### src/mcu_pkg.sv
/* Shared definitions for the small MCU fabric: bus widths, address map,
   region decode values and register offsets used by the RTL and testbench */
package mcu_pkg;

  parameter int ADDR_W = 32;
  parameter int DATA_W = 32;

  typedef logic [ADDR_W-1:0] addr_t;
  typedef logic [DATA_W-1:0] data_t;

  // Address map, upper nibble selects the region
  parameter addr_t RAM_BASE    = 32'h0000_0000;
  parameter addr_t GPIO_BASE   = 32'h2000_0000;
  parameter addr_t DMA_BASE    = 32'h3000_0000;
  parameter addr_t REGION_MASK = 32'hF000_0000;

  typedef enum logic [1:0] {
    REG_RAM,
    REG_GPIO,
    REG_DMA,
    REG_NONE
  } region_e;

  typedef enum logic [1:0] {
    DMA_IDLE,
    DMA_READ,
    DMA_WRITE,
    DMA_DONE
  } dma_state_e;

  // Word offsets inside the DMA and GPIO regions
  typedef enum logic [2:0] {
    DMA_SRC    = 3'd0,
    DMA_DST    = 3'd1,
    DMA_LEN    = 3'd2,
    DMA_CTRL   = 3'd3,
    DMA_STATUS = 3'd4
  } dma_reg_e;

  typedef enum logic [2:0] {
    GPIO_OUT         = 3'd0,
    GPIO_OE          = 3'd1,
    GPIO_IN          = 3'd2,
    GPIO_INTR_EN     = 3'd3,
    GPIO_INTR_STATUS = 3'd4
  } gpio_reg_e;

endpackage

### src/gpio_ctrl.sv
/* GPIO block: output and output-enable registers, synchronized inputs and
   rising-edge interrupt status with write-1-to-clear */
`timescale 1ns/1ps

module gpio_ctrl #(
  parameter int NUM_GPIO = 8
) (
  input  logic                clk_i,
  input  logic                arst_n_i,
  input  logic                psel_i,
  input  logic                penable_i,
  input  logic                pwrite_i,
  input  mcu_pkg::addr_t      paddr_i,
  input  mcu_pkg::data_t      pwdata_i,
  output mcu_pkg::data_t      prdata_o,
  output logic                pready_o,
  input  logic [NUM_GPIO-1:0] gpio_i,
  output logic [NUM_GPIO-1:0] gpio_o,
  output logic [NUM_GPIO-1:0] gpio_oe_o,
  output logic                irq_o
);
  import mcu_pkg::*;

  logic [NUM_GPIO-1:0] out_q;
  logic [NUM_GPIO-1:0] oe_q;
  logic [NUM_GPIO-1:0] ie_q;
  logic [NUM_GPIO-1:0] status_q;
  logic [NUM_GPIO-1:0] sync1_q;
  logic [NUM_GPIO-1:0] sync2_q;
  logic [NUM_GPIO-1:0] prev_q;
  logic [NUM_GPIO-1:0] rise;
  logic [NUM_GPIO-1:0] rdata;
  gpio_reg_e           reg_sel;
  logic                wr_en;

  assign reg_sel  = gpio_reg_e'(paddr_i[4:2]);
  assign wr_en    = psel_i & penable_i & pwrite_i;
  assign pready_o = psel_i & penable_i;
  assign rise     = sync2_q & ~prev_q;

  always_ff @(posedge clk_i or negedge arst_n_i) begin
    if (!arst_n_i) begin
      sync1_q  <= '0;
      sync2_q  <= '0;
      prev_q   <= '0;
      out_q    <= '0;
      oe_q     <= '0;
      ie_q     <= '0;
      status_q <= '0;
    end else begin
      sync1_q <= gpio_i;
      sync2_q <= sync1_q;
      prev_q  <= sync2_q;
      if (wr_en && reg_sel == GPIO_OUT) out_q <= pwdata_i[NUM_GPIO-1:0];
      if (wr_en && reg_sel == GPIO_OE) oe_q <= pwdata_i[NUM_GPIO-1:0];
      if (wr_en && reg_sel == GPIO_INTR_EN) ie_q <= pwdata_i[NUM_GPIO-1:0];
      // New edges win over a clear in the same cycle
      if (wr_en && reg_sel == GPIO_INTR_STATUS) begin
        status_q <= (status_q & ~pwdata_i[NUM_GPIO-1:0]) | rise;
      end else begin
        status_q <= status_q | rise;
      end
    end
  end

  always_comb begin
    unique case (reg_sel)
      GPIO_OUT:         rdata = out_q;
      GPIO_OE:          rdata = oe_q;
      GPIO_IN:          rdata = sync2_q;
      GPIO_INTR_EN:     rdata = ie_q;
      GPIO_INTR_STATUS: rdata = status_q;
      default:          rdata = '0;
    endcase
  end

  assign prdata_o  = data_t'(rdata);
  assign gpio_o    = out_q;
  assign gpio_oe_o = oe_q;
  assign irq_o     = |(status_q & ie_q);

endmodule

### config.mk
export PLATFORM = sky130hd
export DESIGN_NAME = gpio_ctrl
export DESIGN_NICKNAME = d
export VERILOG_FILES = /design/src/mcu_pkg.sv /design/src/gpio_ctrl.sv
export SDC_FILE = /design/constraint.sdc
export NUM_CORES = 1
export LEC_CHECK = 0
export BUFFER_PORTS_ARGS = -buffer_cell sky130_fd_sc_hd__buf_2
export CORE_AREA = 3 3 79 74
export CTS_CLUSTER_SIZE = 12
export DETAILED_ROUTE_END_ITERATION = 8
export DIE_AREA = 0 0 82 77
export MAX_ROUTING_LAYER = met4
export PLACE_DENSITY_LB_ADDON = 0.1
export SLEW_MARGIN = 40
export SYNTH_ARGS = -nofsm -noshare
export SYNTH_HDL_FRONTEND = slang
export SYNTH_SLANG_ARGS = --single-unit
### constraint.sdc
create_clock -name clk_i -period 3.45 [get_ports clk_i]
set_input_delay 0.69 -clock clk_i [delete_from_list [all_inputs] [get_ports clk_i]]
set_output_delay 0.69 -clock clk_i [all_outputs]
set_load 0.01 [all_outputs]
Word level (Yosys, flattened, before mapping)
Index checks and enable logic that the tools add are counted.
{"block": "totals", "inputBits": 77, "word_cells": 28, "ff_bits": 56, "output_inout_bits": 50}
{"block": "classes", "reduce_logical": 6, "mux": 2, "n_eq_ne": 4, "bitwise_logic": 9}
{"cell": "8-bit one-hot mux with 5 select lines", "count": 1}
{"cell": "8-bit AND", "count": 3}
{"cell": "8-bit inverter", "count": 2}
{"cell": "8-bit OR", "count": 2}
{"cell": "8-bit 2-to-1 mux", "count": 1}
{"cell": "8-bit OR reduction", "count": 1}
{"cell": "3-bit by 2-bit == test with 1-bit output, second input constant", "count": 2}
{"cell": "1-bit logical AND", "count": 4}
{"cell": "3-bit by 1-bit == test with 1-bit output, second input constant", "count": 1}
{"cell": "3-bit == test, second input constant", "count": 1}
{"cell": "3-bit logical NOT", "count": 1}
{"cell": "1-bit AND", "count": 2}

Longest topological paths before layout
{"block": "logic_depth", "depth_word": 4, "ltp_mapped": 6}

Worst setup path before layout
OpenSTA, ideal clock, no wires.
{"block": "synth_timing", "kind": "input to output", "start": "input paddr_i[4]", "end": "output prdata_o[6]", "path_slack_ns": 1.258, "path_stages": 5, "t_required_ns": 2.760, "t_arrival_ns": 1.502, "cell_sequence": "buf_6 nor2b_1 clkbuf_1 a21oi_1 o21ai_0"}
{"block": "synth_between", "elab_chain_cells": 2}
{"element": "start: declaration", "line_no": "gpio_ctrl.sv:13", "text": "input mcu_pkg::addr_t paddr_i,"}
{"element": "3-bit == test, or another cell as far along", "line_no": "gpio_ctrl.sv:67", "text": "unique case (reg_sel)"}
{"element": "8-bit one-hot mux with 5 select lines *", "line_no": "gpio_ctrl.sv:67"}
{"element": "end: declaration", "line_no": "gpio_ctrl.sv:15", "text": "output mcu_pkg::data_t prdata_o,"}
Mark *: on every way between the ends. The rest lies on a longest branch, timed or not.

Worst setup path after layout
{"block": "layout_timing", "start": "input paddr_i[3]", "end": "output prdata_o[0]"}
The elaborated chain is that of the path after synthesis.

==> metrics.yaml <==
cellInternalPower_mw: 1.06
dr_wl_met3_um: 391
cap_violations: 0
die_y_um: 77
area_growth_pct: 12.8
drt_iter0_drc: 103
ys_ff_latch: 56
initial_core_util: 0.481
hpwl_mm: 3.53
switchingPower_mw: 0.384
yosysSeqAreaShare: 0.567
coreArea_um2: 5130
drive_above_1_share: 0.399
synth_cell_type_count: 26
cts_num_sinks: 56
wl_met2_mm: 2.19
fin_crit_sh: 0.772
status: "completed"
fin_crit_ns: 2.66
synthCells: 187
rsz0062_at_grt: "false"
antenna_found_initial: 0
setup_viol: 0
cts_tree: "built"
tightest_slew_ns: 0.821
final_nets: 314
clk_pin_slew_ns: 0.10
maxSlewHeadroom: 0.448
die_area_um2: 6310
critPathKind: "primary input to output port"
worstPathRequired_ns: 2.76
num_rows: 25
ios: 127
clock_power_share: 0.293
final_common_cell: "dfrtp_1"
portBuffers: 49
cts.htree.levels: 2
diodes: 0
fillers: 453
syn_area_um2: 2470
vias_per_cell: 5.23
top_layer: "met4"
grt_max_degree: 37
worstSkewPairLatency_ns: 0.31
post_cts_buffers: 0
vias: 1594
gr-usage-all-layers: 0.174
syn_area_per_cell_um2: 13.2
pwr-share-seq: 0.536
dr.pass1.iters: 4
hold_path_class: "primary input to asynchronous set/reset pin"
cts-hold-fix-buffers: 0
slew_viol_final: 0
endpoint_kind: "output port"
ant_nets: 0
peakVddDrop_uv: 280
drt-total-wl_mm: 5.10
finClkSkew_ns: 0.00815
swShare: 0.266
grt_pass1_wl_mm: 8.03
place_congestion: 0.756
final_cell_mix: "dfrtp_1 (56), buf_2 (49), mux2_2 (32)"
cp_max_fo: 15
leakage_nw: 1.32
drcViolationCount: 0
root_buffer: "clkbuf_8"
numCtsBuffers: 5
hold_viol: 0
post_cts_resized: 0
yosys_warnings: 0
max_freq_ghz: 0.375
dieWidth_um: 82
p_per_area_nw_per_um2: 518
p_total_mw: 1.44
share_comb_of_total_power: 0.171
routedWlPerCell_um: 16.7
tns_ns: 0
start_kind: "primary input"
worstPathArrival_ns: 1.97
drt-met1-wl_mm: 2.46
clockBufferDepth: 2
grt_pass1_vias: 1482
gr-total-overflow: 0
[per-layer routing]
metal | global-route usage | up-vias
li1 | - | 725
met1 | 0.266 | 787
met2 | 0.231 | 73
met3 | 0.0399 | 9
met4 | 0.0482 | 0
met5 | - | -
[cells in the mapped netlist]
master    number  area [um2]
dfrtp_1       56        1400
a32oi_1        8        70.1
inv_1          8        30.0
nand3_2        1        10.0
nor2_1         1        3.75
buf_6          2        22.5
a21oi_1        1        5.00
and3b_1        1        8.76
and2b_1        1        7.51
a22oi_1       11        82.6
nor3_4         1        16.3
nand2_1        1        3.75
o21ai_0        8        40.0
or3b_1         1        8.76
and2_1         1        6.26
or4_1          1        7.51
buf_4         24         180
nand4_1        1        6.26
mux2_2        32         360
buf_2          4        20.0
a221o_1        8        80.1
nor2b_1       10        62.6
nor4_4         1        21.3
conb_1         1        3.75
clkbuf_1       2        7.51
inv_2          1        3.75
[logic make-up (layout without fill, tap and decap cells)]
family / Yosys count / in the layout / synth area share
compound gates: 36 / 36 / 0.112
buf+inv: 41 / 69 / 0.107
flops: 56 / 56 / 0.567
mux: 32 / 32 / 0.146
other cells: 1 / 24 / 0.00152
simple gates: 21 / 21 / 0.0659
[metrics by stage]
step | hold slack, ns | instances | instance area [um2] | util | setup WS (ns)
floorplan | 0.331 | 210 | 2560 | - | 1.26
global placement | 0.333 | 297 | 2680 | 0.522 | 0.816
detailed placement | 0.337 | 297 | 2680 | 0.522 | 0.809
CTS | 0.323 | 305 | 2790 | 0.543 | 0.815
global route | 0.354 | 305 | 2790 | 0.543 | 0.715
finish | 0.314 | 305 | 2790 | 0.543 | 0.786
[final timing paths]
kind,startpoint,to,slack [ns],depth (start not counted)
setup / recovery,paddr_i[3],prdata_o[0],0.79,5
hold / removal,arst_n_i,sync1_q[0],0.31,1
setup reg to reg,status_q[7],status_q[7],2.50,2
hold reg to reg,sync1_q[7],sync2_q[7],0.36,0
max in group asynchronous,arst_n_i,ie_q[6],2.31,2
min in group clk_i,sync1_q[7],sync2_q[7],0.36,0
[sequential cells by signal, summed over array words and instances, names as in the netlist]
signal     flops
ie_q           8
sync2_q        8
prev_q         8
gpio_oe_o      8
sync1_q        8
status_q       8
gpio_o         8
[power by group through the flow]
stage / Combinational (mW) / Clock, mW / Sequential (mW)
2_1_floorplan: 0.150 / 0 / 0.794
3_3_place_gp: 0.245 / 0 / 0.786
3_5_place_dp: 0.249 / 0 / 0.788
4_1_cts: 0.249 / 0.433 / 0.774
5_1_grt: 0.272 / 0.460 / 0.785
6_report: 0.246 / 0.423 / 0.774
[layout make-up]
class                   count  area, um2  area share
well taps                  67       83.8      0.0301
clock inverters             2       35.0      0.0126
multi-input cells         113        891       0.320
inverters                   9       33.8      0.0121
repair buffers             52        268      0.0961
flip-flops and latches     56       1400       0.503
clock buffers               6       72.6      0.0261
[critical path: stages]
cell and delay, ns:
buf_2 0.20, nor2_1 0.57, a32oi_1 0.19, o21ai_0 0.14, buf_2 0.18
(Power assumes the default switching activity.)
