$ cat src/mcu_pkg.sv
/* Shared definitions for the small MCU fabric: bus widths, address map,
   region decode values and register offsets used by the RTL and testbench */
package mcu_pkg;

  parameter int ADDR_W = 32;
  parameter int DATA_W = 32;

  typedef logic [ADDR_W-1:0] addr_t;
  typedef logic [DATA_W-1:0] data_t;

  // Address map, upper nibble selects the region
  parameter addr_t RAM_BASE    = 32'h0000_0000;
  parameter addr_t GPIO_BASE   = 32'h2000_0000;
  parameter addr_t DMA_BASE    = 32'h3000_0000;
  parameter addr_t REGION_MASK = 32'hF000_0000;

  typedef enum logic [1:0] {
    REG_RAM,
    REG_GPIO,
    REG_DMA,
    REG_NONE
  } region_e;

  typedef enum logic [1:0] {
    DMA_IDLE,
    DMA_READ,
    DMA_WRITE,
    DMA_DONE
  } dma_state_e;

  // Word offsets inside the DMA and GPIO regions
  typedef enum logic [2:0] {
    DMA_SRC    = 3'd0,
    DMA_DST    = 3'd1,
    DMA_LEN    = 3'd2,
    DMA_CTRL   = 3'd3,
    DMA_STATUS = 3'd4
  } dma_reg_e;

  typedef enum logic [2:0] {
    GPIO_OUT         = 3'd0,
    GPIO_OE          = 3'd1,
    GPIO_IN          = 3'd2,
    GPIO_INTR_EN     = 3'd3,
    GPIO_INTR_STATUS = 3'd4
  } gpio_reg_e;

endpackage

$ cat src/dma_engine.sv
/* Single-channel DMA: APB register slave plus an APB master that copies
   LEN words from SRC to DST, one read and one write per word */
`timescale 1ns/1ps

module dma_engine (
  input  logic           clk_i,
  input  logic           arst_n_i,
  // Register slave
  input  logic           psel_i,
  input  logic           penable_i,
  input  logic           pwrite_i,
  input  mcu_pkg::addr_t paddr_i,
  input  mcu_pkg::data_t pwdata_i,
  output mcu_pkg::data_t prdata_o,
  output logic           pready_o,
  // Copy master
  output logic           m_psel_o,
  output logic           m_penable_o,
  output logic           m_pwrite_o,
  output mcu_pkg::addr_t m_paddr_o,
  output mcu_pkg::data_t m_pwdata_o,
  input  mcu_pkg::data_t m_prdata_i,
  input  logic           m_pready_i,
  input  logic           m_pslverr_i,
  output logic           irq_o
);
  import mcu_pkg::*;

  dma_state_e state_q;
  dma_reg_e   reg_sel;
  addr_t      src_q;
  addr_t      dst_q;
  data_t      len_q;
  data_t      rd_buf_q;
  logic       pen_q;
  logic       done_q;
  logic       err_q;
  logic       wr_en;
  logic       busy;
  logic       xfer_done;
  logic       last_word;

  assign reg_sel   = dma_reg_e'(paddr_i[4:2]);
  assign wr_en     = psel_i & penable_i & pwrite_i;
  assign pready_o  = psel_i & penable_i;
  assign busy      = state_q != DMA_IDLE;
  assign xfer_done = pen_q & m_pready_i;
  assign last_word = state_q == DMA_WRITE && len_q == data_t'(1);

  always_comb begin
    unique case (reg_sel)
      DMA_SRC:    prdata_o = src_q;
      DMA_DST:    prdata_o = dst_q;
      DMA_LEN:    prdata_o = len_q;
      DMA_STATUS: prdata_o = data_t'({busy, err_q, done_q});
      default:    prdata_o = '0;
    endcase
  end

  assign m_psel_o    = state_q == DMA_READ || state_q == DMA_WRITE;
  assign m_penable_o = pen_q;
  assign m_pwrite_o  = state_q == DMA_WRITE;
  assign m_paddr_o   = (state_q == DMA_WRITE) ? dst_q : src_q;
  assign m_pwdata_o  = rd_buf_q;
  assign irq_o       = done_q;

  always_ff @(posedge clk_i or negedge arst_n_i) begin
    if (!arst_n_i) begin
      state_q <= DMA_IDLE;
      pen_q   <= 1'b0;
      src_q   <= '0;
      dst_q   <= '0;
      len_q   <= '0;
      done_q  <= 1'b0;
      err_q   <= 1'b0;
    end else begin
      // Write 1 to done clears both flags
      if (wr_en && reg_sel == DMA_STATUS && pwdata_i[0]) begin
        done_q <= 1'b0;
        err_q  <= 1'b0;
      end
      unique case (state_q)
        DMA_IDLE: begin
          if (wr_en) begin
            case (reg_sel)
              DMA_SRC: src_q <= pwdata_i;
              DMA_DST: dst_q <= pwdata_i;
              DMA_LEN: len_q <= pwdata_i;
              DMA_CTRL: begin
                if (pwdata_i[0] && len_q != '0) begin
                  state_q <= DMA_READ;
                end
              end
              default: ;
            endcase
          end
        end
        DMA_READ, DMA_WRITE: begin
          if (!pen_q) begin
            pen_q <= 1'b1;
          end else if (m_pready_i) begin
            pen_q <= 1'b0;
            if (m_pslverr_i || last_word) begin
              state_q <= DMA_DONE;
              done_q  <= 1'b1;
              err_q   <= m_pslverr_i;
            end else if (state_q == DMA_READ) begin
              state_q <= DMA_WRITE;
            end else begin
              state_q <= DMA_READ;
            end
            if (state_q == DMA_WRITE && !m_pslverr_i) begin
              src_q <= src_q + addr_t'(4);
              dst_q <= dst_q + addr_t'(4);
              len_q <= len_q - data_t'(1);
            end
          end
        end
        default: state_q <= DMA_IDLE;
      endcase
    end
  end

  // Word held between the read and the write
  always_ff @(posedge clk_i) begin
    if (state_q == DMA_READ && xfer_done && !m_pslverr_i) begin
      rd_buf_q <= m_prdata_i;
    end
  end

  a_psel_held: assert property (@(posedge clk_i) disable iff (!arst_n_i)
    m_psel_o && !xfer_done |=> m_psel_o);

  a_capture_read: assert property (@(posedge clk_i) disable iff (!arst_n_i)
    !$stable(rd_buf_q) |-> $past(state_q == DMA_READ && m_pready_i));

endmodule

$ cat config.mk
export PLATFORM = sky130hd
export DESIGN_NAME = dma_engine
export DESIGN_NICKNAME = d
export VERILOG_FILES = /design/src/mcu_pkg.sv /design/src/dma_engine.sv
export SDC_FILE = /design/constraint.sdc
export NUM_CORES = 1
export LEC_CHECK = 0
export BUFFER_PORTS_ARGS = -buffer_cell sky130_fd_sc_hd__buf_4
export CORE_MARGIN = 10
export CORE_UTILIZATION = 35
export DETAILED_ROUTE_END_ITERATION = 10
export PLACE_DENSITY_LB_ADDON = 0.1
export SLEW_MARGIN = 25
export SYNTH_ARGS = -nofsm -noshare
export SYNTH_HDL_FRONTEND = slang
export SYNTH_SLANG_ARGS = --single-unit
$ cat constraint.sdc
create_clock -name clk_i -period 3.55 [get_ports clk_i]
set_input_delay 1.065 -clock clk_i [delete_from_list [all_inputs] [get_ports clk_i]]
set_output_delay 1.065 -clock clk_i [all_outputs]
set_load 0.02 [all_outputs]
* After elaboration in Yosys (flattened, before gate mapping)
Index checks and enable logic that the tools add are counted.
Cells by class: $add $sub $neg 3, equal/unequal tests 16, muxes and demuxes 40, bitwise logic cells 3, reductions and logical operators 20
Operators by type and width (number):
- 32-bit two-way mux | 16
- 32-bit case mux with 2 select lines | 3
- 32-bit case mux with 4 select lines | 1
- 32-bit by 3-bit adder with 32-bit output, second input constant | 2
- 32-bit by 1-bit == test with 1-bit output, second input constant | 1
- 32-bit nonzero test | 1
- 32-bit by 1-bit subtractor with 32-bit output, second input constant | 1
- 6-bit AND reduction | 3
- 2-bit two-way mux | 7
- 1-bit two-way mux | 12
- 2-bit != test, second input constant | 5
- 2-bit by 1-bit != test with 1-bit output, second input constant | 4
- 1-bit logical AND | 7
- 3-bit by 2-bit == test with 1-bit output, second input constant | 2
- 5-bit AND reduction | 1
- 2-bit case mux with 2 select lines | 1
- 2-bit nonzero test | 2
- 1-bit AND | 3
- 3-bit by 1-bit == test with 1-bit output, second input constant | 1
- 3-bit == test, second input constant | 1
- 3-bit logical NOT | 1
- 2-bit by 1-bit == test with 1-bit output, second input constant | 1
- 2-bit == test, second input constant | 1
- 2-bit logical NOT | 1
- 3 further kinds | 4
Word-level totals: bits in registers 133, word-level logic and storage cells 90

* Depth between registers and ports, before layout
depth in word-level cells 9, depth in mapped cells 10, depth with buffers taken out 7

* Worst setup path after synthesis
Ideal clock, no wire load.
kind input-to-output, from input port paddr_i[2], to output port prdata_o[7], arrival time 2.322 ns, required time 2.485 ns, setup slack 0.163 ns, cell stages on the path 6, buffers on the path 3, cells stage by stage buf_2 nor2b_1 clkbuf_1 clkbuf_1 a21oi_1 nor2_1
Between the ends: word-level cells in the longest chain between the ends 2
Ends and longest elaborated chain:
- from (decl) | line dma_engine.sv:12 | input mcu_pkg::addr_t paddr_i,
- 3-bit == test (tied with other cells) | line dma_engine.sv:51 | unique case (reg_sel)
- 32-bit case mux with 4 select lines * | line dma_engine.sv:51
- to (decl) | line dma_engine.sv:14 | output mcu_pkg::data_t prdata_o,
Every way passes the cells marked *; elsewhere a longest branch is shown, timed or not.

* Final worst setup path
from input port paddr_i[3], to output port prdata_o[5]
The elaborated chain is that of the path after synthesis.

==> metrics.md <==
| Metric | Value |
|---|---|
| Status | `completed` |
| Final Cycle Share | `0.935` |
| Dpl hpwl | `24900 microns` |
| Post-CTS setup buffer count | `0` |
| Leading cell type by number of instances after synthesis | `nor2_1` |
| Worst-case vdd ir drop | `0.781 mV` |
| Total power | `0.0108 W` |
| First-pass GRT wire length | `51500 microns` |
| Syn Nets | `1114` |
| Switching share of power | `0.491` |
| Power share of the combinational group | `0.551` |
| CORE AREA | `24300 sq um` |
| Critical R2R Launch | `state_q[0]$_DFFE_PN0P_` |
| Pwr dens | `989 nW/um^2` |
| CP Max Fanout | `16` |
| Total track usage | `0.210` |
| Share of layout cells above drive strength 1 | `0.257` |
| Register Area | `3490 sq um` |
| Post-Synthesis Cells | `1003` |
| Top cells by area, synth | `dfrtp_1 29%, edfxtp_1 11%, a21oi_1 6.6%, nor2_1 5.0%, mux2_2 4.4%` |
| Fillers | `2468` |
| CTS tree | `done` |
| Critical path required time | `2.48 ns` |
| Most frequent cells after synthesis | `116 x nor2_1, 114 x a21oi_1, 101 x dfrtp_1, 71 x clkbuf_1, 71 x nand2_1` |
| Hold wc startpoint | `irq_o$_DFF_PN0_` |
| TritonCTS buffer count | `17` |
| Pleak | `4.37 nW` |
| Worst setup SP type | `input pin` |
| Class of the worst hold path | `flop to flop` |
| WL/cell | `22.9 microns` |
| CP endpoint kind | `output pin` |
| Die Wd | `177 microns` |
| F_max | `0.301 GHz` |
| Synth area leader | `dfrtp_1` |
| EDFF count, synth | `32` |
| Final Hold Fails | `0` |
| FF-to-FF End | `dst_q[4]$_DFFE_PN0P_` |
| Multi-input logic area | `4810 sq um` |
| Tmin final | `3.32 ns` |
| Yosys top cell area share | `0.292` |
| Depth of the CTS H-tree | `4` |
| Initial antenna violation count | `0` |
| Unrepaired setup endpoints after global routing | `false` |
| Chip Height | `177 microns` |
| Endpoint, Worst Hold | `irq_o$_DFF_PN0_` |
| Sequential share of the synthesized area | `0.402` |
| Clock transition at path regs | `0.07 ns` |
| Placer Congestion | `0.911` |
| CP arrival | `2.25 ns` |
| Port Buffer Count | `174` |
| Diodes inserted | `0` |
| Mapped Area | `8670 sq um` |
| Kind of critical path | `input pin to output pin` |
| First-pass DRT Iterations | `7` |
| Max-Cap Viols | `0` |
| Slew HR | `0.357` |
| Clock Latency Late Sink | `0.43 ns` |
| GRT overflow | `0` |
| Die Area | `31500 sq um` |
| P&R area growth vs syn | `26.3%` |
| Hold-fix buffers at CTS | `0` |
| Number of global-route vias before repair | `8578` |
| Clk sink count | `133` |
| Synthesized flop and latch total | `133` |
| CTS root buffer | `clkbuf_16` |
| Sequential Power Share | `0.285` |
| I/O pin count | `204` |
| Clk_skew | `0.0152 ns` |
| Via count | `8696` |
| DRC | `0` |
| R2r setup slk | `0.68 ns` |
| Longest Clk Path Bufs | `2` |
| Detailed Route WL | `33800 microns` |
| Worst R2R Path Depth | `7` |
| Final Max Slew Viols | `0` |
| Post-CTS Resized | `0` |
| Setup_tns | `0 ns` |
| Switch Pwr | `0.00532 W` |
| Clock power frac | `0.164` |
| Largest net degree at the start of global routing | `112` |
| Top_reg_cell synth | `dfrtp_1` |
| Via density | `5.90` |
| Cell-internal power | `0.00551 W` |
| Synthesized area per cell | `8.64 sq um` |
| Yosys warning count | `0` |
| Worst hold stages | `2` |
| Ys async rst share | `0.759` |
| Initial Utilization | `0.356` |
| Library cells used by synthesis | `61` |
| Core Rows | `57` |
| Slew @ Worst Pin | `0.956 ns` |
| NumNets Final | `1249` |
| Post-DRT Antenna Nets | `0` |
| DR iter-0 viols | `816` |
| Setup violations, final | `0` |
-- power by group through the flow --
stage / combinational, W / clock (W) / sequential (W)
6_report: 0.00597 / 0.00177 / 0.00308
5_1_grt: 0.00654 / 0.00187 / 0.00319
4_1_cts: 0.00596 / 0.00179 / 0.00307
3_5_place_dp: 0.00594 / 0 / 0.00309
3_3_place_gp: 0.00588 / 0 / 0.00309
2_1_floorplan: 0.00418 / 0 / 0.00270
-- worst max-delay path by stage --
stage,startpoint,to,slack [ns],depth (start not counted)
2_1_floorplan,paddr_i[2],prdata_o[7],0.16,6
3_3_place_gp,paddr_i[3],prdata_o[5],0.26,7
3_5_place_dp,paddr_i[3],prdata_o[3],0.25,7
4_1_cts,paddr_i[3],prdata_o[3],0.24,7
5_1_grt,paddr_i[3],prdata_o[3],0.19,7
6_report,paddr_i[3],prdata_o[5],0.23,7
-- placed cells by master (no fill, tap or decap), types with 17 or more instances in the layout --
cell         n
mux2i_1     34
buf_4      198
o22ai_1     31
a21oi_1    114
a2bb2oi_1   21
dfrtp_1    101
clkbuf_16   17
o22a_1      22
edfxtp_1    32
nand2_1     71
a31oi_1     22
nor2_1     113
nand4_1     26
o21ai_0     51
mux2_2      34
nand3_1     30
nor3_1      21
-- final cells by class --
cell class,instances,share of cell area
sequential,133,0.319
inverter,15,0.00514
tap,324,0.0370
clock inverter,15,0.0142
multi-input combinational,767,0.439
clock buffer,17,0.0389
timing repair buffer,204,0.147
-- cell families (layout without fill, tap and decap cells) --
group	Yosys count	after routing	share of synthesized area
flops	133	133	0.402
fa+ha+maj	8	8	0.0115
mux	68	68	0.0834
simple gates	359	359	0.211
buf+inv	103	251	0.0457
compound gates	332	332	0.246
-- state kept, by name (all words and copies together), names as in the netlist --
name,flops
err_q,1
state_q,2
m_penable_o,1
len_q,32
src_q,32
irq_o,1
m_pwdata_o,32
dst_q,32
-- critical path, cell delays in order --
cell and delay [ns]:
buf_4 0.16, buf_12 0.17, nor2b_2 0.12, buf_4 0.25, a21oi_1 0.15, nor2_1 0.15, buf_4 0.17
-- metrics by stage --
stage               hold WS [ns]  cells  cell area (sq um)   util  setup WS [ns]
detailed placement         0.516   1443              10400  0.426          0.247
global route               0.560   1475              10900  0.450          0.188
global placement           0.508   1443              10400  0.426          0.258
floorplan                  0.492   1003               8670      -          0.163
CTS                        0.534   1475              10900  0.450          0.243
finish                     0.531   1475              10900  0.450          0.230
-- routing by layer --
layer,vias up,wire length [microns],GRT usage
li1,4076,-,-
met1,4217,15300,0.280
met2,364,15000,0.327
met3,39,2820,0.0586
met4,0,669,0.0559
met5,-,0,0
Note: power is estimated with default switching activity, not from simulation.
