## src/mcu_pkg.sv

```systemverilog
/* Shared definitions for the small MCU fabric: bus widths, address map,
   region decode values and register offsets used by the RTL and testbench */
package mcu_pkg;

  parameter int ADDR_W = 32;
  parameter int DATA_W = 32;

  typedef logic [ADDR_W-1:0] addr_t;
  typedef logic [DATA_W-1:0] data_t;

  // Address map, upper nibble selects the region
  parameter addr_t RAM_BASE    = 32'h0000_0000;
  parameter addr_t GPIO_BASE   = 32'h2000_0000;
  parameter addr_t DMA_BASE    = 32'h3000_0000;
  parameter addr_t REGION_MASK = 32'hF000_0000;

  typedef enum logic [1:0] {
    REG_RAM,
    REG_GPIO,
    REG_DMA,
    REG_NONE
  } region_e;

  typedef enum logic [1:0] {
    DMA_IDLE,
    DMA_READ,
    DMA_WRITE,
    DMA_DONE
  } dma_state_e;

  // Word offsets inside the DMA and GPIO regions
  typedef enum logic [2:0] {
    DMA_SRC    = 3'd0,
    DMA_DST    = 3'd1,
    DMA_LEN    = 3'd2,
    DMA_CTRL   = 3'd3,
    DMA_STATUS = 3'd4
  } dma_reg_e;

  typedef enum logic [2:0] {
    GPIO_OUT         = 3'd0,
    GPIO_OE          = 3'd1,
    GPIO_IN          = 3'd2,
    GPIO_INTR_EN     = 3'd3,
    GPIO_INTR_STATUS = 3'd4
  } gpio_reg_e;

endpackage

```

## src/system_bus.sv

```systemverilog
/* Shared APB bus with a two-master round-robin arbiter, region decoder
   and response routing; unmapped accesses are answered here with an error */
`timescale 1ns/1ps

module system_bus #(
  parameter int NUM_BANKS  = 4,
  parameter int BANK_WORDS = 64
) (
  input  logic           clk_i,
  input  logic           arst_n_i,
  // Host master
  input  logic           m0_psel_i,
  input  logic           m0_penable_i,
  input  logic           m0_pwrite_i,
  input  mcu_pkg::addr_t m0_paddr_i,
  input  mcu_pkg::data_t m0_pwdata_i,
  output mcu_pkg::data_t m0_prdata_o,
  output logic           m0_pready_o,
  output logic           m0_pslverr_o,
  // DMA master
  input  logic           m1_psel_i,
  input  logic           m1_penable_i,
  input  logic           m1_pwrite_i,
  input  mcu_pkg::addr_t m1_paddr_i,
  input  mcu_pkg::data_t m1_pwdata_i,
  output mcu_pkg::data_t m1_prdata_o,
  output logic           m1_pready_o,
  output logic           m1_pslverr_o,
  // Targets
  output logic           s_penable_o,
  output logic           s_pwrite_o,
  output mcu_pkg::addr_t s_paddr_o,
  output mcu_pkg::data_t s_pwdata_o,
  output logic           ram_psel_o,
  output logic           gpio_psel_o,
  output logic           dma_psel_o,
  input  mcu_pkg::data_t ram_prdata_i,
  input  logic           ram_pready_i,
  input  mcu_pkg::data_t gpio_prdata_i,
  input  logic           gpio_pready_i,
  input  mcu_pkg::data_t dma_prdata_i,
  input  logic           dma_pready_i
);
  import mcu_pkg::*;

  localparam addr_t RAM_BYTES = addr_t'(NUM_BANKS * BANK_WORDS * 4);

  logic    busy_q;
  logic    owner_q;
  logic    last_q;
  logic    gnt_m0;
  logic    gnt_m1;
  logic    sel_active;
  region_e region;
  data_t   s_prdata;
  logic    s_pready;
  logic    s_pslverr;

  // Owner keeps the bus until pready, otherwise the last loser is preferred
  always_comb begin
    if (busy_q) begin
      gnt_m0 = ~owner_q;
      gnt_m1 = owner_q;
    end else begin
      gnt_m0 = m0_psel_i & (~m1_psel_i | last_q);
      gnt_m1 = m1_psel_i & (~m0_psel_i | ~last_q);
    end
  end

  assign sel_active  = gnt_m0 | gnt_m1;
  assign s_pwrite_o  = gnt_m1 ? m1_pwrite_i : m0_pwrite_i;
  assign s_paddr_o   = gnt_m1 ? m1_paddr_i : m0_paddr_i;
  assign s_pwdata_o  = gnt_m1 ? m1_pwdata_i : m0_pwdata_i;
  // Bus runs its own setup cycle after each new grant
  assign s_penable_o = busy_q & (gnt_m1 ? m1_penable_i : m0_penable_i);

  always_comb begin
    if ((s_paddr_o & REGION_MASK) == RAM_BASE && (s_paddr_o & ~REGION_MASK) < RAM_BYTES) begin
      region = REG_RAM;
    end else if ((s_paddr_o & REGION_MASK) == GPIO_BASE) begin
      region = REG_GPIO;
    end else if ((s_paddr_o & REGION_MASK) == DMA_BASE) begin
      region = REG_DMA;
    end else begin
      region = REG_NONE;
    end
  end

  assign ram_psel_o  = sel_active && region == REG_RAM;
  assign gpio_psel_o = sel_active && region == REG_GPIO;
  assign dma_psel_o  = sel_active && region == REG_DMA;

  always_comb begin
    s_prdata  = '0;
    s_pready  = 1'b0;
    s_pslverr = 1'b0;
    unique case (region)
      REG_RAM: begin
        s_prdata = ram_prdata_i;
        s_pready = ram_pready_i;
      end
      REG_GPIO: begin
        s_prdata = gpio_prdata_i;
        s_pready = gpio_pready_i;
      end
      REG_DMA: begin
        s_prdata = dma_prdata_i;
        s_pready = dma_pready_i;
      end
      default: begin
        s_pready  = s_penable_o;
        s_pslverr = s_penable_o;
      end
    endcase
  end

  assign m0_prdata_o  = gnt_m0 ? s_prdata : '0;
  assign m0_pready_o  = gnt_m0 & s_pready;
  assign m0_pslverr_o = gnt_m0 & s_pslverr;
  assign m1_prdata_o  = gnt_m1 ? s_prdata : '0;
  assign m1_pready_o  = gnt_m1 & s_pready;
  assign m1_pslverr_o = gnt_m1 & s_pslverr;

  always_ff @(posedge clk_i or negedge arst_n_i) begin
    if (!arst_n_i) begin
      busy_q  <= 1'b0;
      owner_q <= 1'b0;
      last_q  <= 1'b1;
    end else if (!busy_q && sel_active) begin
      busy_q  <= 1'b1;
      owner_q <= gnt_m1;
      last_q  <= gnt_m1;
    end else if (busy_q && s_pready) begin
      busy_q <= 1'b0;
    end
  end

  // One requesting owner holds the grant from setup to pready
  a_grant_held: assert property (@(posedge clk_i) disable iff (!arst_n_i)
    sel_active && !(busy_q && s_pready)
      |=> $onehot({gnt_m0 & m0_psel_i, gnt_m1 & m1_psel_i}) && $stable(gnt_m1));

  a_addr_stable: assert property (@(posedge clk_i) disable iff (!arst_n_i)
    sel_active && !(busy_q && s_pready) |=> $stable(s_paddr_o));

endmodule

```

## config.mk

```make
export PLATFORM = sky130hd
export DESIGN_NAME = system_bus
export DESIGN_NICKNAME = d
export VERILOG_FILES = /design/src/mcu_pkg.sv /design/src/system_bus.sv
export SDC_FILE = /design/constraint.sdc
export NUM_CORES = 1
export LEC_CHECK = 0
export ABC_AREA = 1
export CORE_AREA = 2 2 144 146
export CTS_CLUSTER_SIZE = 8
export DETAILED_ROUTE_END_ITERATION = 8
export DIE_AREA = 0 0 146 148
export DONT_BUFFER_PORTS = 1
export GPL_ROUTABILITY_DRIVEN = 0
export PLACE_DENSITY = 0.35
export SKIP_LAST_GASP = 1
export SYNTH_ARGS = -nofsm -noshare
export SYNTH_HDL_FRONTEND = slang
export SYNTH_SLANG_ARGS = --single-unit
```

## constraint.sdc

```tcl
create_clock -name clk_i -period 2.2 [get_ports clk_i]
set_input_delay 0.11 -clock clk_i [delete_from_list [all_inputs] [get_ports clk_i]]
set_output_delay 0.11 -clock clk_i [all_outputs]
set_load 0.01 [all_outputs]
```

## Word level (Yosys, flattened, before mapping)

Index checks and enable logic that the tools add are counted.

| storage, ports and cells | value |
|---|---|
| register bits after elaboration | 3 |
| output and inout bits | 137 |
| input bits | 235 |

| cells by class | value |
|---|---|
| $lt $le $gt $ge | 1 |
| reduce and logical (&&, ||, !) cells | 11 |
| bitwise logic cells | 14 |
| equality and inequality tests | 4 |
| muxes and demuxes | 16 |

Operators with widths:

| kind | count |
|---|---|
| 2-to-1 mux 32 bit | 4 |
| one-hot mux 32 bit (3 select lines) | 1 |
| logical NOT 32 bit | 1 |
| < comparator 28 x 11 -> 1 bit, second input constant | 1 |
| equality test 4 x 2 -> 1 bit, second input constant | 2 |
| 2-to-1 mux 1 bit | 8 |
| bitwise AND 1 bit | 7 |
| logical AND 1 bit | 6 |
| 2-to-1 mux 2 bit | 2 |
| inverter 1 bit | 4 |
| bitwise OR 1 bit | 3 |
| one-hot mux 1 bit (3 select lines) | 1 |
| OR reduction 3 bit | 1 |
| equality test 2 x 1 -> 1 bit, second input constant | 1 |
| equality test 2 bit, second input constant | 1 |
| logical NOT 2 bit | 1 |
| nonzero test 2 bit | 1 |
| logical NOT 1 bit | 1 |

## Depth between registers and ports, before layout

Gate-level depths: netlist (run 1).

| depth | value |
|---|---|
| word-level depth | 14 |
| gate-level depth with buffers | 16 |

## Worst setup path after synthesis (run 1)

OpenSTA, ideal clock, no wires.

| timing | value |
|---|---|
| path kind | reg-to-output |
| from | reg last_q |
| to | out m0_prdata_o[12] |
| setup slack | 110 ps |
| data arrival time | 1980 ps |
| path buffers | 2 |
| stages on the path, launching flop included | 15 |
| cell sequence | dfstp_2 nand2_1 nand3_4 nand2_4 buf_2 nand2_1 nand2_1 nor2_1 nand2_1 nor2_4 buf_2 nand3_1 nand3_1 inv_2 nor2_1 |

RTL lines:

| element | line | source |
|---|---|---|
| start, declared | system_bus.sv:50 | `logic last_q;` |
| start signal, assigned | system_bus.sv:132 | `last_q <= gnt_m1;` |
| inverter 1 bit (*) | system_bus.sv:66 | `gnt_m1 = m1_psel_i & (~m0_psel_i \| ~last_q);` |
| bitwise OR 1 bit (*) | system_bus.sv:66 |  |
| bitwise AND 1 bit (*) | system_bus.sv:66 |  |
| 2-to-1 mux 1 bit (*) | system_bus.sv:61 | `if (busy_q) begin` |
| 2-to-1 mux 32 bit (*) | system_bus.sv:72 | `assign s_paddr_o = gnt_m1 ? m1_paddr_i : m0_paddr_i;` |
| net s_paddr_o[21] | system_bus.sv:32 | `output mcu_pkg::addr_t s_paddr_o,` |
| < comparator 28 x 11 -> 1 bit (*) | system_bus.sv:78 | `if ((s_paddr_o & REGION_MASK) == RAM_BASE && (s_paddr_o & ~REGION_MASK) < RAM_BYTES) begin` |
| logical AND 1 bit (*) | system_bus.sv:78 |  |
| 2-to-1 mux 2 bit (*) | system_bus.sv:78 |  |
| equality test 2 bit, or another cell as far along | system_bus.sv:97 | `unique case (region)` |
| one-hot mux 32 bit (3 select lines) (*) | system_bus.sv:97 |  |
| 2-to-1 mux 32 bit (*) | system_bus.sv:117 | `assign m0_prdata_o = gnt_m0 ? s_prdata : '0;` |
| end, declared | system_bus.sv:17 | `output mcu_pkg::data_t m0_prdata_o,` |

The timed path passes the listed nets; every way through them passes the cells marked *.

## Worst setup path in the final report (run 1)

| timing | value |
|---|---|
| from | reg last_q |
| to | out m1_prdata_o[15] |

| on the way | value |
|---|---|
| word-level cells in the longest chain between the ends | 12 |

RTL lines:

| element | line | source |
|---|---|---|
| inverter 1 bit (*) | system_bus.sv:66 |  |
| bitwise OR 1 bit (*) | system_bus.sv:66 |  |
| bitwise AND 1 bit (*) | system_bus.sv:66 |  |
| 2-to-1 mux 1 bit (*) | system_bus.sv:61 |  |
| branches (longest 7 deep; another with < comparator 28 x 11 -> 1 bit) | n/a |  |
| 2-to-1 mux 32 bit (*) | system_bus.sv:120 | `assign m1_prdata_o = gnt_m1 ? s_prdata : '0;` |
| end, declared | system_bus.sv:26 | `output mcu_pkg::data_t m1_prdata_o,` |

Every way passes the cells marked *.

==> summary.md, run 1 <==
Registers are responsible for 2.0% of the overall power. The cell at the root of the clock tree is sky130_fd_sc_hd__clkbuf_16. The classification of the worst-slack hold path is input port to async pin. The run finished, with violations left. The clock slew seen by the registers of the worst setup and hold paths works out to 0.03 ns. Yosys mapped a number of flops with a built-in enable equal to 0. The routed layout has 3664 vias. For the distinct cell type count after synthesis, the log shows 22.

Static timing analysis puts the maximum clock frequency at 389.4 MHz. The worst path uses 116.7% of the clock period. The core region is 0.02004 mm2. The number of endpoints with negative hold slack in the final report is 0, and the via density per instance is 4.178.

The commonest cells after synthesis are sky130_fd_sc_hd__nand2_1 (262), sky130_fd_sc_hd__nor2_1 (77), sky130_fd_sc_hd__nand3_1 (75), sky130_fd_sc_hd__inv_1 (35), sky130_fd_sc_hd__inv_2 (22). Counting cells, the worst reg-to-reg path comes to 14. Sequential elements use 3.333% of the synthesized area. After filler insertion, the fill cell instance count of the layout stands at 2293.

Cell type of the slowest stage on the worst timing path: sky130_fd_sc_hd__dfstp_2. The later pin in the worst-skew pair is clocked with a latency of 0.22 ns. The cell-internal power came out at 2.299 mW.

The worst setup path is captured at an output pin. After synthesis, the cell types taking the most area are sky130_fd_sc_hd__nand2_1 (43%), sky130_fd_sc_hd__nand3_1 (16%), sky130_fd_sc_hd__nor2_1 (13%), sky130_fd_sc_hd__inv_1 (5.7%), sky130_fd_sc_hd__inv_2 (3.6%). Of the total power, the clock network draws 4.9%.

Combinational logic burns 93.1% of the power. The design area is 0.004185 mm2, and the delay of the slowest cell on the worst path is 0.54 ns. For the pin with the worst max-slew slack, the measured transition is 0.7572 ns. Dividing the detail-routed wire length by the instance count gives 17.96 um. On the final layout, the worst clock skew is 0.002034 ns.

The worst setup path is launched from a register. The signal on the critical path passes through nand2_4 -> nand3_4 -> nand2_8 -> clkbuf_16 -> nand2_2 -> nand2_2 -> nor2_2 -> nand2_2 -> nor2_4 -> buf_12 -> clkbuf_16 -> nand3_1 -> nand3_1 -> inv_2 -> nor2_2 -> buf_4. The power density relative to cell area was 1390 mW/mm2.

The number of buffers added by the clock tree synthesis step is 3. For the max-slew violation count, the log shows 0. By instance count, the leading cell after synthesis is sky130_fd_sc_hd__nand2_1. Summed over its instances, the top area cell type makes up 42.95% of the synthesized netlist area. Counting stages on the worst path, the most repeated cell is sky130_fd_sc_hd__nand2_2. The critical path buffer and inverter count was 5.

CTS saw 3 sinks. For the max-slew headroom at the worst pin, the log shows 49.52%. The cell type with the largest total area after synthesis was sky130_fd_sc_hd__nand2_1. The net count of the finished layout is 843. Kind of cell adding the most delay to the critical path: simple AND/OR/NAND/NOR gates. After synthesis the netlist holds a flip-flop and latch count of 3.

Once placement completed, the tool counted placed cells totaling 849. Across all register-to-register paths, the minimum setup slack is 0.10 ns. In the global route stage, overall resource usage came out at 12.20%. The finished layout holds 877 standard cells, fillers aside. Total nets after synthesis: 767. The die boundary height is 148 um.

TritonCTS built the clock tree. The longest clock path from root to sink contains 2 buffers. After detailed placement, the total cell area comes to 0.003167 mm2.

The critical path crosses 16 cells after its start point. Entering global routing, the biggest net connects 49 pins. The run gives 1 as the count of H-tree levels built during CTS. The share of cells above drive strength 1 came out at 41.19%.

372 I/O pins were placed. For the worst setup path, the data arrival time is 2.46 ns. The run gives 788.3 uV as the maximum vdd drop. Of all flip-flops after synthesis, the portion carrying an async set or reset was 100.0%.

The net switching component of the power came out at 3.518 mW. After technology mapping, the gate count stands at 532. The logs give -0.3679 ns for the final critical-path setup slack and 0.02161 mm2 for the area enclosed by the die boundary. The initial cell density of the core was 11.43%; the post-detailed-routing wire length was 15.75 mm. The logs give 0 for the number of antenna cells inserted and 11.96 mm for the detailed-placement wirelength estimate. Synthesis-to-finish area growth: 82.79%. The final critical delay including setup and external delays was 2.568 ns; the number of remaining DRC errors was 0. The average instance in the mapped netlist occupies 4.304 um2.

For this block, the initial DRC count from the detailed router was 167. Across the run, the number of max-cap violations was 0. The share of total power consumed by net switching is 60.47%, and the via count of the first global-routing pass is 3271. Count of endpoints failing setup in the final report: 69.

The floorplan has 52 rows. The run gives 0 as the number of nets still failing antenna checks after routing. The number of iterations in the first detailed-routing pass was 4; the endpoint required time on the critical path was 2.09 ns.

The number of antenna violations at the first check in global routing was 0. The final reports fail on setup timing. Port buffering added 0 buffers. For this run, the leading register cell type out of synthesis is sky130_fd_sc_hd__dfrtp_1. The first global-routing pass estimated 19.89 mm of wire. The width of the chip came out at 146 um. Summed over all layers, the global routing overflow is 0. The leakage power was 2.010 nW. The worst setup path is of the register to output pin kind. Setup repair after global routing could not meet its margin everywhere. The run gives 0 as the count of synthesis-stage warnings from yosys.

The run gives 0.002290 mm2 as the synthesized cell area. Final hold analysis gives a worst-case slack of 0.1588 ns. Maximum fanout along the worst path: 8.
==> registers in the layout (all words and copies together), names as in the netlist <==
register,count
busy_q,1
last_q,1
owner_q,1
==> cells in the final DEF (no fill, tap or decap), types with 2 or more instances in the layout <==
cell / n
sky130_fd_sc_hd__buf_12: 14
sky130_fd_sc_hd__buf_16: 3
sky130_fd_sc_hd__buf_6: 5
sky130_fd_sc_hd__nand2_1: 240
sky130_fd_sc_hd__clkbuf_16: 6
sky130_fd_sc_hd__nand2_2: 21
sky130_fd_sc_hd__nand3b_1: 7
sky130_fd_sc_hd__nand2_4: 4
sky130_fd_sc_hd__nor2_4: 35
sky130_fd_sc_hd__inv_2: 26
sky130_fd_sc_hd__nor2_1: 14
sky130_fd_sc_hd__buf_4: 76
sky130_fd_sc_hd__nor3_1: 2
sky130_fd_sc_hd__dfrtp_1: 2
sky130_fd_sc_hd__a21oi_1: 2
sky130_fd_sc_hd__nor2_2: 33
sky130_fd_sc_hd__nand3_1: 57
sky130_fd_sc_hd__inv_1: 29
sky130_fd_sc_hd__o21ai_0: 2
sky130_fd_sc_hd__nand3_4: 2
sky130_fd_sc_hd__nand3_2: 17
==> layout make-up <==
class                      instances  area, um2  share of cell area [%]
sequential                         3      76.32                   1.824
inverter                          57      221.5                   5.291
timing repair buffer             104       1122                   26.82
multi-input combinational        439       2349                   56.11
clock buffer                       4      78.83                   1.883
tap                              270      337.8                   8.072
==> power by group through the flow <==
stage	registers, mW	clock network (mW)	logic (mW)
after floorplan	0.111	0	2.54
after detailed placement	0.111	0	4.25
final	0.116	0.288	5.41
after global routing	0.120	0.300	5.83
after global placement	0.111	0	4.26
after CTS	0.113	0.291	4.88
==> metal layers <==
metal | track usage, % | share of wire, % | vias to the layer above
met4 | 2.621 | 2.2 | 0
li1 | - | - | 1767
met3 | 3.395 | 8.9 | 20
met2 | 24.03 | 53 | 254
met5 | 0 | 0 | -
met1 | 12.84 | 36 | 1623
==> logic make-up after synthesis <==
| group | count (synthesis) | synth area share [%] |
|---|---|---|
| DFF | 3 | 3.334 |
| AOI/OAI and AO/OA | 6 | 1.312 |
| buffers and inverters | 90 | 16.34 |
| and+or+nand+nor | 433 | 79.02 |
==> worst register-to-register path: cells and delay by family, from the launching register on <==
family	cells	cell delay, ns
flip-flops	1	0.54
AO/OA/AOI/OAI	1	0.14
AND/OR/NAND/NOR	10	0.85
buffers and inverters	3	0.44
==> per-stage QoR <==
step           worst slack [ns]  setup TNS, ns  power (mW)  utilization (%)
6_report                -0.3679         -18.23       5.817            20.89
5_1_grt                 -0.4954         -28.45       6.250            20.89
4_1_cts                 -0.3084         -16.92       5.280            18.66
3_5_place_dp            -0.1563         -4.896       4.357            15.80
3_3_place_gp            -0.1211         -3.796       4.369            15.80
2_1_floorplan            0.1098              0       2.650                -
==> path summary, 6_finish.rpt <==
path | end | from
setup reg to reg | busy_q | last_q
hold reg to reg | last_q | last_q
max in group asynchronous | last_q | arst_n_i
hold / removal | owner_q | arst_n_i
min in group clk_i | busy_q | ram_pready_i
setup / recovery | m1_prdata_o[15] | last_q
==> timing repair <==
| action | 4_1_cts | 5_1_grt |
|---|---|---|
| hold buffers | 1 | 0 |
| setup endpoints to repair | 69 | 110 |
| hold endpoints to repair | 3 | 0 |
| gates resized for setup | 88 | 78 |
| setup buffers | 8 | 7 |
| pin swaps | 1 | 10 |
| gates cloned | 4 | 4 |
Note: power is estimated with default switching activity, not from simulation.
==> run 2, diff against run 1 <==
--- a/config.mk
+++ b/config.mk
@@ -13,7 +13,9 @@
 export DONT_BUFFER_PORTS = 1
 export GPL_ROUTABILITY_DRIVEN = 0
 export PLACE_DENSITY = 0.35
+export SETUP_SLACK_MARGIN = 0.1
 export SKIP_LAST_GASP = 1
+export SLEW_MARGIN = 20
 export SYNTH_ARGS = -nofsm -noshare
 export SYNTH_HDL_FRONTEND = slang
 export SYNTH_SLANG_ARGS = --single-unit
==> summary.md, run 2 (synthesized netlist as in run 1, its figures left out) <==
The logs give 50.73% (+1.2 points) for the max-slew headroom at the worst pin and -0.3430 ns (+0.02488 ns) for the final critical-path setup slack. The placement row count is 52 (unchanged), and the highest attainable clock frequency is 393.2 MHz (+0.98%). The nature of the critical path startpoint is a register. The power density relative to cell area came out at 1386 mW/mm2 (-0.25%).

The logs give 2.062 nW (+2.6%) for the leakage power and 21.49% (+0.61 points) for the core occupancy in the finished layout. The width of the chip was 146 um (unchanged). The portion of the clock cycle consumed by the worst path in the final layout came out at 115.6% (-1.1 points). For the number of antenna cells inserted, the log shows 0 (unchanged). The kind of cell adding the most delay to the critical path is simple AND/OR/NAND/NOR gates.

The highest metal layer with signal wires is met4. In the layout the commonest cells are sky130_fd_sc_hd__nand2_1 (231), sky130_fd_sc_hd__buf_4 (78), sky130_fd_sc_hd__nand3_1 (51). The endpoint required time on the critical path is 2.09 ns (about the same). For the number of nets still failing antenna checks after routing, the log shows 0 (unchanged). The run gives 49 (unchanged) as the pin count of the biggest net entering global routing. Compared with the post-synthesis result, the final layout area differs by 88.09%. The number of endpoints with negative hold slack in the final report is 0 (unchanged). The clock sink count is 3 (unchanged), and the detailed-placement wirelength estimate is 11.96 mm (unchanged). The share of cells above drive strength 1 came out at 45.16% (+4.0 points). The most common library cell in the layout ignoring fill and taps was sky130_fd_sc_hd__nand2_1. The clock slew seen by the registers of the worst setup and hold paths was 0.03 ns (about the same); the delay of the slowest cell on the worst path was 0.54 ns (about the same). The via density per instance came out at 4.203 (+0.59%). The number of cell instances on the worst register-to-register path is 16 (+2), and the net count of the finished layout is 845 (+0.24%). For the via count of the first global-routing pass, the log shows 3271 (unchanged). The worst setup path is of the register to output pin kind. For the initial cell density of the core, the log shows 11.43% (unchanged). The max-slew violation count is 0 (unchanged), and the clock latency of the later-clocked register in the worst-skew pair is 0.22 ns (about the same). The design area was 0.004307 mm2 (+2.9%). For the reported max-cap violation count, the log shows 0 (unchanged). The initial DRC count was 120 (-28%). The run gives 0 (unchanged) as the remaining global-route overflow. For the area of the placeable core, the log shows 0.02004 mm2 (unchanged). The logs give 3694 (+0.82%) for the overall via count from detail_route and 859.3 uV (+9.0%) for the maximum vdd drop. For the wire length on met1, the log shows 5.746 mm (+2.4%).

The logs give 19.89 mm (unchanged) for the wire length of the first global-routing pass and 2.43 ns (-0.03 ns) for the data arrival time of the critical path. The flow ran to the end, but the final reports show violations. The final critical delay including setup and external delays is 2.543 ns (-0.02488 ns). The tools report the number of antenna violations at the first check in global routing as 0 (unchanged). The critical path goes through nand2_4 -> nand3_4 -> nand2_8 -> buf_12 -> nand2_1 -> nand2_2 -> nor2_2 -> nand2_2 -> nor2_4 -> buf_4 -> buf_12 -> buf_4 -> nand3_1 -> nand3_1 -> inv_2 -> nor2_2. The cell type of the slowest stage on the worst timing path is sky130_fd_sc_hd__dfstp_2. The tools report the final setup skew as 0.002058 ns (+0.00002382 ns). The total routing resource utilization after global routing came out at 12.20% (unchanged). The number of remaining DRC errors was 0 (unchanged); the critical path buffer and inverter count was 5 (unchanged). The checks that failed: setup timing. The maximum clock path buffer count was 2 (unchanged); the maximum fanout along the worst path was 12 (+4). Number of buffers added by the clock tree synthesis step: 3 (unchanged).

The total number of cells along the worst setup path is 16 (unchanged). The largest registers in the layout are busy_q: 1 flops, last_q: 1 flops, owner_q: 1 flops. STA classifies the critical path endpoint as an output pin. The area enclosed by the die boundary was 0.02161 mm2 (unchanged). The logs give 69 (unchanged) for the count of endpoints failing setup in the final report and 372 (unchanged) for the top-level I/O count. The length of routed met3 wiring came out at 1.360 mm (-2.7%). For the post-detailed-routing wire length, the log shows 15.88 mm (+0.85%).

Setup repair after global routing could not meet its margin everywhere. The transition time of the tightest slew-check pin came out at 0.7391 ns (-0.01811 ns). The die boundary height was 148 um (unchanged). Wire length per cell after detailed routing: 18.07 um (+0.62%). The run gives 4 (unchanged) as the number of iterations in the first detailed-routing pass. Count of H-tree levels built during CTS: 1 (unchanged). The cell at the root of the clock tree is sky130_fd_sc_hd__clkbuf_16. TritonCTS built the clock tree. The sum of met2 wire segment lengths after detailed routing was 8.424 mm (+0.42%).

In this run the worst hold path is classified as input port to async pin. For the total cell area at the placement stage, the log shows 0.003167 mm2 (unchanged). The count of port buffers added during placement works out to 0 (unchanged).
-- run 2: worst paths after layout --
| check | startpoint | endpoint | slack, ns |
|---|---|---|---|
| setup reg to reg | last_q | busy_q | 0.04 |
| setup / recovery | last_q | m1_prdata_o[24] | -0.34 |
| min in group clk_i | ram_pready_i | busy_q | 0.26 |
| hold reg to reg | last_q | last_q | 0.48 |
| max in group asynchronous | arst_n_i | last_q | 1.80 |
| hold / removal | arst_n_i | owner_q | 0.16 |
-- run 2: area by class of cell --
type                       instances  area [um2]
fill                            2274       15730
multi-input combinational        439        2481
timing repair buffer             106        1104
tap                              270       337.8
inverter                          57       229.0
clock buffer                       4       78.83
sequential                         3       76.32
-- run 2: what timing repair did --
action,4_1_cts,5_1_grt
pin swaps,1,17
gates cloned,4,5
hold endpoints to repair,3,0
hold buffers,1,0
endpoints found under the setup margin,88,101
resized for setup,92,110
buffers inserted,8,9
-- run 2: routing by layer --
metal | up-vias | GRT usage, %
li1 | 1768 | -
met1 | 1644 | 12.84
met2 | 259 | 24.03
met3 | 23 | 3.395
met4 | 0 | 2.621
met5 | - | 0
-- run 2: stage by stage --
step                total power [mW]  cells  worst slack [ns]  hold WS [ns]  setup TNS, ns
detailed placement             4.357    849           -0.1563       -0.1852         -4.896
finish                         5.971    879           -0.3430        0.1613         -17.57
CTS                            5.323    866           -0.3007        0.1613         -16.56
floorplan                      2.650    532            0.1098       -0.1856              0
global route                   6.402    879           -0.4945        0.1650         -27.24
global placement               4.369    849           -0.1211       -0.1852         -3.796
-- run 2: where the power goes --
part	internal, mW	total, mW	leakage (nW)	switching, mW
logic	2.02	5.57	1.99	3.54
clock network	0.239	0.288	0.0382	0.0490
registers	0.0920	0.116	0.0339	0.0240
total	2.36	5.97	2.06	3.62
==> run 3, diff against run 2 <==
--- a/config.mk
+++ b/config.mk
@@ -12,6 +12,7 @@
 export DIE_AREA = 0 0 146 148
 export DONT_BUFFER_PORTS = 1
 export GPL_ROUTABILITY_DRIVEN = 0
+export GPL_TIMING_DRIVEN = 0
 export PLACE_DENSITY = 0.35
 export SETUP_SLACK_MARGIN = 0.1
 export SKIP_LAST_GASP = 1
==> summary.md, run 3 (synthesized netlist as in run 1, its figures left out) <==
The transition time of the tightest slew-check pin was 0.6130 ns (-0.1262 ns). The number of remaining DRC errors was 0 (unchanged). Number of buffers added by the clock tree synthesis step: 3 (unchanged). The tools report the number of antenna violations at the first check in global routing as 0 (unchanged).

The logs give 0.02004 mm2 (unchanged) for the area of the placeable core and 59.14% (+8.4 points) for the max-slew headroom at the worst pin. The die boundary height is 148 um (unchanged), and the number of iterations in the first detailed-routing pass is 4 (unchanged). The total cell area at the placement stage came out at 0.002631 mm2 (-17%). The clock slew seen by the registers of the worst setup and hold paths came out at 0.03 ns (about the same).

The run gives -0.5978 ns (-0.4415 ns) as the worst setup slack before clock tree synthesis. For the number of nets still failing antenna checks after routing, the log shows 0 (unchanged). The final critical-path setup slack is -0.3449 ns (-0.001875 ns).

The run gives 2.809% (-0.59 points) as the met3 layer usage reported by global route. The remaining global-route overflow is 0 (unchanged). The clock latency of the later-clocked register in the worst-skew pair was 0.22 ns (about the same); the top-level I/O count was 372 (unchanged). The run gives 0.1481 ns (-0.01315 ns) as the smallest hold slack. The number of antenna cells inserted came out at 0 (unchanged). The maximum vdd drop is 426.3 uV (-50%).

The maximum fanout along the worst path is 8 (-4). The tools report the nature of the critical path startpoint as a register. Layer carrying the most global-route usage: met2. For the final total power, the log shows 6.134 mW (+2.7%).

The most frequent cell on the critical path is sky130_fd_sc_hd__buf_12. The logs give 13.50 mm (+13%) for the detailed-placement wirelength estimate and 0 (unchanged) for the number of endpoints with negative hold slack in the final report. The total routing resource utilization after global routing was 14.21% (+2.0 points); the share of cells above drive strength 1 was 50.26% (+5.1 points).

The critical path goes through inv_2 -> nand3_4 -> nand2_8 -> buf_12 -> nand2_2 -> nand2_2 -> buf_6 -> clkinvlp_4 -> nor2_4 -> buf_12 -> buf_12 -> buf_16 -> nand2_1 -> nand3_4 -> inv_4 -> nor2_4. The portion of the clock cycle consumed by the worst path in the final layout works out to 115.7% (about the same). For the initial DRC count, the log shows 88 (-27%). The slowest stage of the critical path is the sky130_fd_sc_hd__dfrtp_2 cell. Compared with the post-synthesis result, the final layout area differs by 94.37%. Width of the chip: 146 um (unchanged). The run gives 52 (unchanged) as the placement row count. The run finished, with violations left. The maximum clock path buffer count was 2 (unchanged); the power density relative to cell area was 1378 mW/mm2 (-0.59%). The leakage power was 1.929 nW (-6.5%). The count of endpoints failing setup in the final report came out at 69 (unchanged).

The initial cell density of the core came out at 11.43% (unchanged). The via density per instance was 4.315 (+2.7%). The count of port buffers added during placement was 0 (unchanged). The max-slew violation count is 0 (unchanged), and the overall via count from detail_route is 3620 (-2.0%). TritonCTS built the clock tree.

The reported max-cap violation count is 0 (unchanged), and the wire length of the first global-routing pass is 22.60 mm (+14%). The largest registers in the layout are busy_q: 1 flops, last_q: 1 flops, owner_q: 1 flops. The routing usage on met2 was 27.62% (+3.6 points). Most common library cell in the layout ignoring fill and taps: sky130_fd_sc_hd__nand2_1. The tools report the total of fill cells in the finished design as 2285 (+0.48%). The pin count of the biggest net entering global routing was 11 (-78%); the fraction of met1 tracks used by global routing was 15.67% (+2.8 points). Via count of the first global-routing pass: 3464 (+5.9%). In the layout the commonest cells are sky130_fd_sc_hd__nand2_1 (216), sky130_fd_sc_hd__nor2_4 (73), sky130_fd_sc_hd__nand2_2 (40). The cell at the root of the clock tree is sky130_fd_sc_hd__clkbuf_16. The delay of the slowest cell on the worst path is 0.43 ns (-0.11 ns).

Setup repair after global routing could not meet its margin everywhere. The final critical delay including setup and external delays works out to 2.545 ns (+0.001875 ns). The net count of the finished layout is 805 (-4.7%). The logs give 0.02161 mm2 (unchanged) for the area enclosed by the die boundary and 392.9 MHz (about the same) for the highest attainable clock frequency. Critical path buffer and inverter count: 8 (+3). For the post-detailed-routing wire length, the log shows 17.35 mm (+9.2%).

The wire length per cell after detailed routing is 20.67 um (+14%). The checks that failed: setup timing. The logs give 1 (unchanged) for the count of H-tree levels built during CTS and 2.09 ns (about the same) for the endpoint required time on the critical path. STA classifies the critical path endpoint as an output pin. Broken down by cell family, the worst path's largest delay share belongs to buffers and inverters.

The critical path in this run is classified as register to output pin. For the final setup skew, the log shows 0.001545 ns (-0.0005128 ns). The design area was 0.004451 mm2 (+3.3%). The classification of the worst-slack hold path was input port to async pin. Data arrival time of the critical path: 2.43 ns (about the same). The tools report the clock sink count as 3 (unchanged).
run 3: cell types whose count changed in the layout (fill, tap and decap cells not counted), moves of 15 or more:
| cell | previous run | this run |
|---|---|---|
| sky130_fd_sc_hd__nand2_1 | 231 | 216 |
| sky130_fd_sc_hd__nor2_4 | 37 | 73 |
| sky130_fd_sc_hd__nor2_2 | 35 | 4 |
| sky130_fd_sc_hd__nand3_2 | 18 | 39 |
| sky130_fd_sc_hd__buf_4 | 78 | 14 |
| sky130_fd_sc_hd__nand3_1 | 51 | 28 |
run 3: worst register-to-register path, stage by stage, from the launching register on:
cell and delay [ns]:
sky130_fd_sc_hd__dfrtp_2 0.43, sky130_fd_sc_hd__inv_2 0.09, sky130_fd_sc_hd__nand3_4 0.11, sky130_fd_sc_hd__nand2_8 0.14
sky130_fd_sc_hd__buf_12 0.15, sky130_fd_sc_hd__nand2_2 0.05, sky130_fd_sc_hd__nand2_2 0.09, sky130_fd_sc_hd__buf_6 0.12
sky130_fd_sc_hd__clkinvlp_4 0.15, sky130_fd_sc_hd__nor2_4 0.18, sky130_fd_sc_hd__buf_6 0.14, sky130_fd_sc_hd__nand2_2 0.05
sky130_fd_sc_hd__nand2_2 0.08, sky130_fd_sc_hd__inv_2 0.04, sky130_fd_sc_hd__nand2_2 0.06, sky130_fd_sc_hd__inv_4 0.06
sky130_fd_sc_hd__nand3_1 0.06, sky130_fd_sc_hd__nand2_1 0.06
run 3: final timing paths:
| check | startpoint | endpoint | slack, ns | cells after the start |
|---|---|---|---|---|
| worst max register to register | busy_q | busy_q | 0.01 | 17 |
| worst min register to register | last_q | last_q | 0.47 | 2 |
| min in group clk_i | m1_psel_i | last_q | 0.23 | 3 |
| max in group asynchronous | arst_n_i | last_q | 1.82 | 1 |
| worst min-delay path | arst_n_i | owner_q | 0.15 | 1 |
| worst max-delay path | busy_q | m1_prdata_o[3] | -0.34 | 16 |
run 3: report_power, final:
group          switching [mW]  internal, mW
Clock                  0.0507         0.239
Sequential             0.0320        0.0934
Combinational            4.00          1.72
run 3: through the flow:
stage / setup TNS (ns) / utilization, % / cells
finish: -19.88 / 22.21 / 839
global route: -29.44 / 22.21 / 839
CTS: -22.04 / 19.16 / 833
detailed placement: -35.60 / 13.13 / 802
global placement: -36.60 / 13.11 / 802
floorplan: 0 / - / 532
run 3: layout make-up:
cell class / count / area [um2] / share of cell area (%)
tap: 270 / 337.8 / 7.591
multi-input combinational: 439 / 2883 / 64.77
clock buffer: 4 / 78.83 / 1.771
sequential: 3 / 77.57 / 1.743
inverter: 57 / 242.7 / 5.454
timing repair buffer: 33 / 471.7 / 10.60
buffer: 33 / 359.1 / 8.069
run 3: repair_timing:
| item | in CTS | in global routing |
|---|---|---|
| cloned | 7 | 3 |
| hold buffers | 1 | 0 |
| pin swaps | 23 | 54 |
| resized for setup | 233 | 144 |
| endpoints found under the hold margin | 3 | 0 |
| buffers inserted | 19 | 4 |
| endpoints found under the setup margin | 115 | 112 |
run 3: per-layer routing:
metal,up-vias,wire length (um),share of wire [%]
met4,0,473,2.7
met2,278,9319,54
met1,1626,6170,36
met5,-,0,0
met3,24,1382,8.0
li1,1692,-,-
